**config.mk**
```make
export PLATFORM = sky130hd
export DESIGN_NAME = memory_mapper_top
export DESIGN_NICKNAME = d
export VERILOG_FILES = /design/src/hw/mapper_bus_pkg.sv /design/src/hw/mapper_config_pkg.sv /design/src/hw/mapper_io_decoder.sv /design/src/hw/mapper_response.sv /design/src/hw/mapper_segment_bank.sv /design/src/hw/memory_mapper_top.sv
export VERILOG_INCLUDE_DIRS = /design/src /design/src/include
export SDC_FILE = /design/constraint.sdc
export NUM_CORES = 1
export LEC_CHECK = 0
export CAP_MARGIN = 20
export CORE_MARGIN = 2
export CORE_UTILIZATION = 25
export CTS_CLUSTER_DIAMETER = 80
export DETAILED_ROUTE_END_ITERATION = 10
export DONT_BUFFER_PORTS = 1
export PLACE_DENSITY = 0.42
export SYNTH_ARGS = -nofsm -noshare
export SYNTH_HDL_FRONTEND = slang
export SYNTH_SLANG_ARGS = --single-unit
```
**constraint.sdc**
```tcl
create_clock -name clk -period 6.8 [get_ports clk]
set_input_delay 0.68 -clock clk [delete_from_list [all_inputs] [get_ports clk]]
set_output_delay 0.68 -clock clk [all_outputs]
set_load 0.02 [all_outputs]
```
**src/include/mapper_settings.svh**
```systemverilog
// Memory mapper sizing macros shared by the packages and the RTL
`ifndef MAPPER_SETTINGS_SVH
`define MAPPER_SETTINGS_SVH

// Independent mappers sharing the CPU I/O bus
`define MAPPER_COUNT 3

`define SEG_WIDTH 8 // Up to 256 segments

// 16 KiB pages, so 14 offset bits below the page number
`define PAGE_OFFSET_WIDTH 14

`define PHYS_ADDR_WIDTH (`SEG_WIDTH + `PAGE_OFFSET_WIDTH) // 4 MiB of RAM

`endif

```
**src/hw/mapper_bus_pkg.sv**
```systemverilog
// CPU side types for the memory mapper, address, data and I/O cycle
`default_nettype none

package mapper_bus_pkg;

    typedef logic [15:0] cpu_addr_t;
    typedef logic [7:0]  cpu_data_t;

    // One CPU I/O cycle as seen by the mapper ports
    typedef struct packed {
        logic      iorq;
        logic      m1;      // High with iorq during interrupt acknowledge
        logic      rd;
        logic      wr;
        cpu_addr_t addr;    // Only the low byte selects the port
        cpu_data_t wr_data;
    } io_cycle_t;

endpackage

`default_nettype wire

```
**src/hw/mapper_config_pkg.sv**
```systemverilog
// Mapper side types, segment numbers, per-mapper configuration and memory lookups
`default_nettype none

`include "mapper_settings.svh"

package mapper_config_pkg;

    import mapper_bus_pkg::*;

    typedef logic [`SEG_WIDTH-1:0]       segment_t;
    typedef logic [1:0]                  mapper_index_t;
    typedef logic [`PHYS_ADDR_WIDTH-1:0] phys_addr_t;

    // Static setup of one mapper
    typedef struct packed {
        logic       enable;
        logic [7:0] port_base;  // Usually FC for the four ports FC to FF
        logic [7:0] port_mask;  // Set bits must match port_base
        segment_t   size;       // Segment count, zero means 256
    } mapper_cfg_t;

    // Memory access to translate
    typedef struct packed {
        logic          valid;
        mapper_index_t index;   // Mapper chosen by the slot logic
        cpu_addr_t     addr;
    } mem_lookup_t;

endpackage

`default_nettype wire

```
**src/hw/mapper_io_decoder.sv**
```systemverilog
// I/O port decoder that turns CPU I/O cycles into per-mapper read and write strobes
`timescale 1ns/1ns
`default_nettype none

`include "mapper_settings.svh"

module mapper_io_decoder
    import mapper_bus_pkg::*, mapper_config_pkg::*;
(
    input  io_cycle_t                io_cycle,
    input  mapper_cfg_t              cfg [`MAPPER_COUNT],
    output logic [`MAPPER_COUNT-1:0] hit,
    output logic [`MAPPER_COUNT-1:0] rd_strobe,
    output logic [`MAPPER_COUNT-1:0] wr_strobe,
    output logic [1:0]               reg_index
);

    logic                     io_eligible;
    logic [7:0]               port;
    logic [`MAPPER_COUNT-1:0] in_window;

    // A real I/O access, not an interrupt acknowledge
    assign io_eligible = io_cycle.iorq & ~io_cycle.m1;
    assign port        = io_cycle.addr[7:0];

    genvar i;
    generate
        for (i = 0; i < `MAPPER_COUNT; i++) begin : g_match
            // Compare only the bits the mask keeps
            assign in_window[i] = ((port ^ cfg[i].port_base) & cfg[i].port_mask) == 8'h00;

            assign hit[i] = cfg[i].enable & io_eligible & in_window[i];
        end
    endgenerate

    // Strobes are plain levels for the current cycle
    assign rd_strobe = hit & {`MAPPER_COUNT{io_cycle.rd}};
    assign wr_strobe = hit & {`MAPPER_COUNT{io_cycle.wr}};

    // Four ports per mapper, one per 16 KiB page
    assign reg_index = io_cycle.addr[1:0];

endmodule

`default_nettype wire

```
**src/hw/mapper_response.sv**
```systemverilog
// Response stage that merges mapper reads and forms the translated RAM address
`timescale 1ns/1ns
`default_nettype none

`include "mapper_settings.svh"

module mapper_response
    import mapper_bus_pkg::*, mapper_config_pkg::*;
(
    input  io_cycle_t                io_cycle,
    input  logic [`MAPPER_COUNT-1:0] hit,
    input  cpu_data_t                rd_data [`MAPPER_COUNT],
    input  segment_t                 page_segment [`MAPPER_COUNT],
    input  mem_lookup_t              mem_lookup,
    output logic                     read_rq,
    output cpu_data_t                read_data,
    output phys_addr_t               phys_addr,
    output segment_t                 page_segment_out
);

    // Wired AND of the data bus, idle mappers drive FF
    always_comb begin
        read_data = '1;
        for (int i = 0; i < `MAPPER_COUNT; i++) begin
            read_data &= rd_data[i];
        end
    end

    // hit already includes the iorq and m1 checks
    assign read_rq = io_cycle.rd & (|hit);

    // Mapper select, an index beyond the mapper count leaves all ones
    always_comb begin
        page_segment_out = '1;
        if (mem_lookup.valid) begin
            for (int i = 0; i < `MAPPER_COUNT; i++) begin
                if (mem_lookup.index == mapper_index_t'(i)) begin
                    page_segment_out = page_segment[i];
                end
            end
        end
    end

    // Segment becomes the upper physical address bits
    assign phys_addr = {page_segment_out, mem_lookup.addr[`PAGE_OFFSET_WIDTH-1:0]};

endmodule

`default_nettype wire

```
**src/hw/mapper_segment_bank.sv**
```systemverilog
// Segment register bank of one mapper with size limited write and read
`timescale 1ns/1ns
`default_nettype none

module mapper_segment_bank
    import mapper_bus_pkg::*, mapper_config_pkg::*;
(
    input  logic       clk,
    input  logic       reset,
    input  logic       rd_strobe,
    input  logic       wr_strobe,
    input  logic [1:0] reg_index,
    input  cpu_data_t  wr_data,
    input  segment_t   size,
    input  logic [1:0] mem_page,
    output cpu_data_t  rd_data,
    output segment_t   page_segment
);

    segment_t seg_reg [4];  // One segment per page
    segment_t seg_mask;

    // Size zero wraps to FF, which keeps all 256 segments
    assign seg_mask = size - segment_t'(1);

    always_ff @(posedge clk or posedge reset) begin
        if (reset) begin
            for (int i = 0; i < 4; i++) begin
                seg_reg[i] <= '0;
            end
        end else if (wr_strobe) begin
            seg_reg[reg_index] <= segment_t'(wr_data) & seg_mask; // Drop bits beyond size
        end
    end

    // Unused upper bits read back as ones, idle bank drives all ones
    assign rd_data = rd_strobe ? cpu_data_t'(seg_reg[reg_index] | ~seg_mask) : '1;

    assign page_segment = seg_reg[mem_page]; // Raw value for address translation

endmodule

`default_nettype wire

```
**src/hw/memory_mapper_top.sv**
```systemverilog
// Memory mapper top level with port decoder, segment banks and response stage
`timescale 1ns/1ns
`default_nettype none

`include "mapper_settings.svh"

module memory_mapper_top
    import mapper_bus_pkg::*, mapper_config_pkg::*;
(
    input  logic        clk,
    input  logic        reset,
    input  io_cycle_t   io_cycle,
    input  mapper_cfg_t cfg [`MAPPER_COUNT],
    input  mem_lookup_t mem_lookup,
    output logic        read_rq,
    output cpu_data_t   read_data,
    output phys_addr_t  phys_addr,
    output segment_t    page_segment
);

    logic [`MAPPER_COUNT-1:0] hit;
    logic [`MAPPER_COUNT-1:0] rd_strobe;
    logic [`MAPPER_COUNT-1:0] wr_strobe;
    logic [1:0]               reg_index;    // Shared by all banks

    cpu_data_t bank_rd_data [`MAPPER_COUNT];
    segment_t  bank_page_segment [`MAPPER_COUNT];

    mapper_io_decoder i_decoder (
        .io_cycle  (io_cycle),
        .cfg       (cfg),
        .hit       (hit),
        .rd_strobe (rd_strobe),
        .wr_strobe (wr_strobe),
        .reg_index (reg_index)
    );

    genvar i;
    generate
        for (i = 0; i < `MAPPER_COUNT; i++) begin : g_bank
            mapper_segment_bank i_bank (
                .clk          (clk),
                .reset        (reset),
                .rd_strobe    (rd_strobe[i]),
                .wr_strobe    (wr_strobe[i]),
                .reg_index    (reg_index),
                .wr_data      (io_cycle.wr_data),
                .size         (cfg[i].size),
                .mem_page     (mem_lookup.addr[15:14]), // Page of the memory access
                .rd_data      (bank_rd_data[i]),
                .page_segment (bank_page_segment[i])
            );
        end
    endgenerate

    mapper_response i_response (
        .io_cycle         (io_cycle),
        .hit              (hit),
        .rd_data          (bank_rd_data),
        .page_segment     (bank_page_segment),
        .mem_lookup       (mem_lookup),
        .read_rq          (read_rq),
        .read_data        (read_data),
        .phys_addr        (phys_addr),
        .page_segment_out (page_segment)
    );

endmodule

`default_nettype wire

```
Yosys cells after proc, flatten, opt, wreduce, memory -nomap -nowiden
Cells that the tools add are included.
- memory bits (writable): 0
- bits in latches: 0
- logic and storage cells: 86
- memories kept: 0
- memory bits (read-only): 0
- output and inout port bits: 39
- bits in registers: 96
- muxes and demuxes: 30
- bitwise logic cells: 30
- reductions and logical operators: 6
- eq/ne operators: 2
- magnitude comparators: 3
- add/subtract/negate cells: 3
- shift operators: 0
- multiply operators: 0
- divide/modulo/power cells: 0
- operators with widths (operator ; number):
    $mux 8 ; 20
    $bmux 8 s2 ; 6
    $bwmux 32 ; 3
    $and 8x8->8 ; 8
    $logic_not 8->1 ; 3
    $not 8->8 ; 3
    $or 8x8->8 ; 3
    $sub 8x1->8 const B ; 3
    $xor 8x8->8 ; 3
    $demux 8 s2 ; 1
    $and 1x1->1 ; 8
    $and 3x3->3 ; 2
    $ge 3x3->1 const B ; 2
    $not 2->3 ; 2
    $lt 3x1->1 const B ; 1
    $reduce_or 3->1 ; 1
    $eq 2x1->1 const B ; 1
    $eq 2x2->1 const B ; 1
    $logic_not 2->1 ; 1
    $logic_and 1x1->1 ; 1
    $not 1->1 ; 1

Depth between registers and ports, before layout
Gate-level depths: netlist (run 1).
- depth in word-level cells: 8
- gate-level depth with buffers: 8

Modules after synthesis
From an unflattened synthesis (run 1), not the netlist that was laid out.
- cells, all modules: 776
- area, all modules: 7174.4 um2
- by module, submodules not included (module ; area an instance (um2) ; sequential area each (um2) ; times used ; cells an instance):
    mapper_segment_bank at g_bank[0].i_bank ... ; 2109.5 ; 800.8 ; 2 ; 218
    mapper_segment_bank at g_bank[2].i_bank ; 2089.5 ; 800.8 ; 1 ; 217
    mapper_response ; 445.4 ; 0.0 ; 1 ; 61
    mapper_io_decoder ; 420.4 ; 0.0 ; 1 ; 62

Worst setup path before layout (run 1)
No wires, ideal clock.
- kind: input port to output port
- from: input port mem_lookup[14] (netlist name)
- to: output port phys_addr[21]
- cell stages on the path: 8
- arrival time: 2.563 ns
- path slack: 3.557 ns
- required time: 6.120 ns
- buffers on the path: 4
- path through: buf_2 -> buf_2 -> buf_2 -> mux4_2 -> mux2_2 -> o22ai_1 -> nand2_1 -> buf_4
- cells in the longest elaborated chain, start to end: 8
- RTL lines (what ; line ; RTL):
    from (decl) ; memory_mapper_top.sv:14 ; input mem_lookup_t mem_lookup,
    $not 2->3 (not written as such) (*) ; mapper_segment_bank.sv:39 ; assign page_segment = seg_reg[mem_page];
    $bmux 8 s2 ; mapper_segment_bank.sv:39 ;
    $mux 8 (not written as such) (2 in a row) ; mapper_segment_bank.sv:39 ;
    $mux 8 (2 in a row) ; mapper_response.sv:37 ; if (mem_lookup.index == mapper_index_t'(i)) begin
    $mux 8 (*) ; mapper_response.sv:37 ;
    $mux 8 (*) ; mapper_response.sv:35 ; if (mem_lookup.valid) begin
    to (decl) ; memory_mapper_top.sv:17 ; output phys_addr_t phys_addr,
Mark *: on every way between the ends. The rest lies on a longest branch, timed or not. The select of a mux whose other input is x is not followed.

Worst setup path after layout (run 1)
- from: input port io_cycle[10] (netlist name)
- to: output port read_data[2]
- cells in the longest elaborated chain, start to end: 8
- RTL lines (what ; line ; RTL):
    from (decl) ; memory_mapper_top.sv:12 ; input io_cycle_t io_cycle,
    $xor 8x8->8 ; mapper_io_decoder.sv:30 ; assign in_window[i] = ((port ^ cfg[i].port_base) & cfg[i].port_mask) == 8'h00;
    $and 8x8->8 ; mapper_io_decoder.sv:30 ;
    $logic_not 8->1 ; mapper_io_decoder.sv:30 ;
    $and 1x1->1 ; mapper_io_decoder.sv:32 ; assign hit[i] = cfg[i].enable & io_eligible & in_window[i];
    $and 3x3->3 (*) ; mapper_io_decoder.sv:37 ; assign rd_strobe = hit & {`MAPPER_COUNT{io_cycle.rd}};
    $mux 8 ; mapper_segment_bank.sv:37 ; assign rd_data = rd_strobe ? cpu_data_t'(seg_reg[reg_index] | ~seg_mask) : '1;
    $and 8x8->8 ; mapper_response.sv:25 ; read_data &= rd_data[i];
    $and 8x8->8 (*) ; mapper_response.sv:25 ;
    to (decl) ; memory_mapper_top.sv:16 ; output cpu_data_t read_data,
Mark *: on every way between the ends. The rest lies on a longest branch, timed or not.

==> run metrics, run 1 <==
layout cell share with drive strength beyond 1 39.7%; CTS H-Tree Depth 3; CTS Sinks between 90 and 100; max_slew headroom a little over a third; Worst Setup SP io_cycle[10]; Static Leak a little over 3 nW; max-capacitance violation count 0; max FFs per register 96; Core Util, Final between 20 and 30%; Post-DP HPWL 14,800 um; Initial Util 25.3%; via count 4,035; Nets ~580; full die area 27,600 um2; Layout area overhead 7.47%; total power between 1 and 1.5 mW; FILL cells ~2,600; Mapped Area ~6600 um2; pre-CTS WS about 3.2 ns; setup TNS 0 ns; num rows 59; Fin. Hold Viols 0; Worst Clk Skew 0 ns; drt pass-1 iters 4; Tightest Hold Check Type in2async; WS Path Type in2out; unrepaired setup endpoints after global routing no; outcome complete, no violations; Peak supply drop approximately 0.11 mV; Synth top area share a little over a third; fin crit period between 3 and 4 ns; Final period util 52.5%; required time of the critical path 6.12 ns; count leader, synth dfrtp_1; post-DR vias/cell approximately 5; hold buffer count at CTS 0; first-pass GRT wire length around 30,000 um; Initial DRC Count between 200 and 250; WL per Instance about 25 um; post-CTS setup repair buffer count 0; Synth area leaders dfrtp_1 (37%), mux4_2 (16%), mux2_4 (15%); antenna-violating nets left 0; I/O Buffers 0; Max Transition Viols Final 0; final wirelength roughly 20,000 um; critical path's slowest cell nor4b_1; Worst Tran Pin Value approximately 0.96 ns; Mapped Avg Cell Area ~13 um2; gr usage total 14.8%; fin cells around 800; post_cts resized 0; area leader, netlist dfrtp_1; RR Startpoint g_bank[2].i_bank.seg_reg[17]$_DFFE_PP0P_; critical path arrival ~2.9 ns; Final WS setup 3.23 ns; Max FO, Critical Path 9; ys async rst share 100%; critical-path cell list xor2_1 > a21oi_1 > nand2_1 > nor4b_1 > a211oi_1; CP bufs+invs 0; final setup fails 0; crit end category output pin; CTS tree done; clk slew on worst S/H paths ~0.07 ns; vias in the first global route roughly 4,400; fmax about 280 MHz; Num CTS Buffers 9; Cells after Synth just under 500; Die X between 150 and 200 um; # IOs 163; flop and latch count out of synthesis 96; Clock Latency Late Sink between 0.3 and 0.4 ns; Yosys warning count 0; GR Overflow Total 0; Synth Flop Type dfrtp_1; crit-path leading delay family simple AND/OR/NAND/NOR gates; Clock Tree Buf Depth 2; Post-synth EDFFs 0; die height ~170 um; delay of the slowest critical-path stage approximately 0.76 ns; share of the yosys chip area belonging to registers ~37%; routability congestion estimate slightly below 0.8; top post-synthesis cells by count dfrtp_1 (96), mux2_4 (64), mux4_2 (48); Synth Net Count ~600; largest net degree at the start of global routing 53; Core Region between 20,000 and 30,000 um2; root buf cell clkbuf_16; Pwr Density 190 nW/um2; Startpoint Class input pin; initial antenna violation count 1; Cell variety after synth 39; dpl cells between 700 and 800; residual DRC count 0
-- placed cells by master, fill, tap and decap left out, types with 11 or more instances in the layout --
cell type  synthesis  routed
mux2_4            64      64
nor2_1            17      17
xor2_1            31      31
nand2_1           17      17
dfrtp_1           96      96
nor2b_1           17      17
nor4_1            13      13
mux4_2            48      48
xnor2_1           11      11
mux2_2            38      38
-- per-stage QoR --
stage                     area [um2]  hold slack, ns
final                           7060           0.275
after global routing            7050           0.331
after CTS                       7050           0.309
after detailed placement        6720           0.510
after global placement          6720           0.494
after floorplan                 6570           0.476
-- cell type report --
cell class / count / area (um2) / area share [%]
multi-input combinational: 340 / 3860 / 54.7
sequential: 96 / 2400 / 34.0
tap: 335 / 419 / 5.94
clock buffer: 9 / 225 / 3.19
clock inverter: 7 / 104 / 1.47
inverter: 8 / 32.5 / 0.461
timing repair buffer: 1 / 7.51 / 0.106
antenna: 3 / 7.51 / 0.106
-- routing by layer --
layer / global-route usage, % / wire, um / up-vias
met4: 3.40 / 273 / 0
met1: 19.1 / 8630 / 2121
met3: 3.88 / 1060 / 21
li1: - / - / 1770
met5: 0 / 0 / -
met2: 24.9 / 10100 / 123
-- power by group --
part	internal (mW)	total [mW]	switching, mW	leakage, nW
logic	0.0784	0.166	0.0878	1.60
clock network	0.327	0.571	0.244	0.154
registers	0.589	0.603	0.0136	1.33
-- path summary, 6_finish.rpt --
kind	end	slack (ns)	cells past startpoint
max in group asynchronous	g_bank[0].i_bank.seg_reg[6]$_DFFE_PP0P_	5.39	2
max reg2reg	g_bank[2].i_bank.seg_reg[17]$_DFFE_PP0P_	6.00	1
max	read_data[2]	3.23	5
min	g_bank[2].i_bank.seg_reg[22]$_DFFE_PP0P_	0.28	1
min in group clk	g_bank[2].i_bank.seg_reg[1]$_DFFE_PP0P_	0.52	1
min reg2reg	g_bank[2].i_bank.seg_reg[1]$_DFFE_PP0P_	0.52	1
-- cells by family (layout without fill, tap and decap cells) --
kind of cell / after synthesis / after routing / share of synthesized area [%]
multiplexers: 152 / 152 / 38.0
AND/OR/NAND/NOR: 119 / 119 / 11.9
flip-flops: 96 / 96 / 36.6
buffers and inverters: 51 / 25 / 4.65
XOR/XNOR: 42 / 42 / 5.60
AO/OA/AOI/OAI: 24 / 24 / 2.72
adder cells (fa/ha/maj): 3 / 3 / 0.572
other: 0 / 3 / 0
(Power assumes the default switching activity.)
==> run 2, diff against run 1 <==
--- a/config.mk
+++ b/config.mk
@@ -6,6 +6,7 @@
 export SDC_FILE = /design/constraint.sdc
 export NUM_CORES = 1
 export LEC_CHECK = 0
+export ABC_AREA = 1
 export CAP_MARGIN = 20
 export CORE_MARGIN = 2
 export CORE_UTILIZATION = 25
==> constraint.sdc (replaced) <==
create_clock -name clk -period 3.5 [get_ports clk]
set_input_delay 0.35 -clock clk [delete_from_list [all_inputs] [get_ports clk]]
set_output_delay 0.35 -clock clk [all_outputs]
set_load 0.02 [all_outputs]
==> run 2 against run 1 <==
Compared with the run above: clock power up 110%; core utilization decreased by 0.082 points; sequential share of layout area fell by 2.0 points; sequential cell count unchanged.
==> run metrics, run 2 <==
fin crit period roughly 2.6 ns; max FFs per register 96 (unchanged); Static Leak 3.61 nW (+17%); post_cts resized 0 (unchanged); first-pass GRT wire length 41,000 um (+38%); flop and latch count out of synthesis 96 (unchanged); Net Sw Frac 28.8% (+3.0 points); Pwr Density 364 nW/um2 (+91%); Mapped Area 6960 um2 (+6.0%); Cell variety after synth 36 (-7.7%); clk slew on worst S/H paths 0.07 ns (about the same); reg-to-reg endpoint g_bank[1].i_bank.seg_reg[23]$_DFFE_PP0P_; Post-synth EDFFs 0 (unchanged); Min Hold Slack 0.162 ns (-0.113 ns); Max FO, Critical Path 22 (+13); fmax 389 MHz; die height 171 um (+2.9%); Startpoint Class input pin; Layout area overhead 7.78%; R2R cell count 2 (+1); routability congestion estimate 0.812 (+3.8%); uppermost layer routed met4; CTS H-Tree Depth 3 (unchanged); top post-synthesis cells by count nand2_1 (357), nor2_1 (124), nand4_1 (102); antenna cell count 0 (-3); most frequent cells in the layout nand2_1 (357), nor2_1 (124), nand4_1 (102), dfrtp_1 (96), nand3_1 (83); Synth Net Count 1,187 (+93%); Cells after Synth 1,060 (+120%); CTS Sinks 96 (unchanged); Final period util between 70% and 80%; Internal 1.94 mW (+95%); ys async rst share 100% (unchanged); area leader, netlist dfrtp_1; total power 2.73 mW (+100%); Seq pwr share 42.3% (-2.7 points); Worst Tran Pin Value 0.714 ns (-0.246 ns); commonest non-fill, non-tap cell in the layout nand2_1; antenna-violating nets left 0 (unchanged); setup TNS 0 ns (unchanged); Synth top area share 34.5% (-2.1 points); met2 WL 12,900 um (+28%); share of the yosys chip area belonging to registers 34.5% (-2.1 points); Die X 171 um (+2.9%); initial antenna violation count 0 (-1); fin cells 1,392 (+74%); # IOs 163 (unchanged); DRT met1 WL 11,900 um (+38%); post-CTS setup repair buffer count 0 (unchanged); Synth Flop Type dfrtp_1; num rows 61 (+3.4%); HP Start io_cycle[24]; Tightest Hold Check Type in2reg; I/O Buffers 0 (unchanged); Fin. Hold Viols 0 (unchanged); WL per Instance 19.8 um (-21%); max-capacitance violation count 0 (unchanged); WS Path Type in2out; Mapped Avg Cell Area 6.57 um2 (-51%); Core Region 27,600 um2 (+6.6%); via count 7,018 (+74%); Synth area leaders dfrtp_1 (35%), nand2_1 (19%), nand4_1 (9.2%); required time of the critical path 3.15 ns (-2.97 ns); Initial Util 25.2% (-0.15 points); crit end category output pin; full die area 29,200 um2 (+5.9%); Nets 1,137 (+95%); Post-DP HPWL 19,400 um (+32%); count leader, synth nand2_1; multi-input logic area 3820 um2 (-1.1%); dpl cells 1,376 (+76%); net switching power 0.786 mW (+130%); vias in the first global route 6,691 (+53%); final wirelength 27,600 um (+37%); FF-to-FF setup slack 2.84 ns (-3.16 ns); largest net degree at the start of global routing 109 (+110%); gr usage total 18.9% (+4.1 points); FF+latch area 2400 um2 (unchanged); Clock Tree Buf Depth 2 (unchanged); layout cell share with drive strength beyond 1 4.64% (-35 points); max_slew headroom 51.8% (+16 points); GR Overflow Total 0 (unchanged); RR Startpoint g_bank[1].i_bank.seg_reg[23]$_DFFE_PP0P_; hold depth 2; hold buffer count at CTS 1 (+1); critical path arrival 2.22 ns (-0.67 ns); Peak supply drop 0.260 mV (+140%); clock power share 43.4% (+0.8 points); Clock Latency Late Sink 0.36 ns (about the same); met3 WL 1850 um (+75%); root buf cell clkbuf_16; Num CTS Buffers 9 (unchanged); final setup fails 0 (unchanged); drt pass-1 iters 5 (+1); post-DR vias/cell 5.04 (-0.17%); Comb pwr share 14.3% (+1.9 points); outcome complete, no violations; hold path endpoint g_bank[1].i_bank.seg_reg[14]$_DFFE_PP0P_; Initial DRC Count 585 (+160%); Yosys warning count 0 (unchanged); residual DRC count 0 (unchanged); FILL cells 3,142 (+19%); Max Transition Viols Final 0 (unchanged); unrepaired setup endpoints after global routing no; CTS tree done; Worst Clk Skew 0 ns (unchanged)
-- run 2: layer usage --
layer	global-route usage, %	up-vias
met3	3.12	40
met1	24.2	3344
met2	31.9	242
met5	0	-
li1	-	3392
met4	7.04	0
-- run 2: final cells by class --
| type | count | share of cell area (%) |
|---|---|---|
| Sequential cell | 96 | 32.0 |
| Inverter | 70 | 3.54 |
| Multi-Input combinational cell | 811 | 50.9 |
| Clock buffer | 9 | 3.00 |
| Timing Repair Buffer | 22 | 2.73 |
| Tap cell | 378 | 6.30 |
| Clock inverter | 6 | 1.53 |
-- run 2: metrics by stage --
step / cell area, um2 / utilization (%) / setup WS (ns)
after global routing: 7500 / 27.2 / 0.813
final: 7500 / 27.2 / 0.931
after CTS: 7500 / 27.2 / 0.938
after detailed placement: 7150 / 25.9 / 0.955
after floorplan: 6960 / - / 0.645
after global placement: 7150 / 25.9 / 0.992
-- run 2: critical path, stage by stage --
cell and delay (ns):
clkinv_1 0.55, buf_4 0.45, a21oi_1 0.11, o21ai_0 0.09, nand3_1 0.09, o211ai_1 0.14, nand3_1 0.41
-- run 2: power groups by stage --
stage | sequential [mW] | clock, mW | combinational (mW)
floorplan | 1.17 | 0 | 0.331
global placement | 1.18 | 0 | 0.391
detailed placement | 1.18 | 0 | 0.390
CTS | 1.15 | 1.21 | 0.393
global route | 1.16 | 1.25 | 0.433
finish | 1.15 | 1.18 | 0.389
-- run 2: worst max-delay path by stage --
stage          slack (ns)                                       to  depth (start not counted)            from
2_1_floorplan        0.64  g_bank[0].i_bank.seg_reg[0]$_DFFE_PP0P_                          1           reset
3_3_place_gp         0.99                            phys_addr[14]                          7  mem_lookup[15]
3_5_place_dp         0.95                            phys_addr[14]                          7  mem_lookup[15]
4_1_cts              0.94                            phys_addr[14]                          7  mem_lookup[15]
5_1_grt              0.81                            phys_addr[14]                          7  mem_lookup[15]
6_report             0.93                            phys_addr[14]                          7  mem_lookup[15]
-- run 2: logic make-up after synthesis --
group | synth area share (%)
simple gates | 43.0
fa+ha+maj | 0.539
xor+xnor | 2.26
buf+inv | 10.7
flops | 34.5
compound gates | 8.91
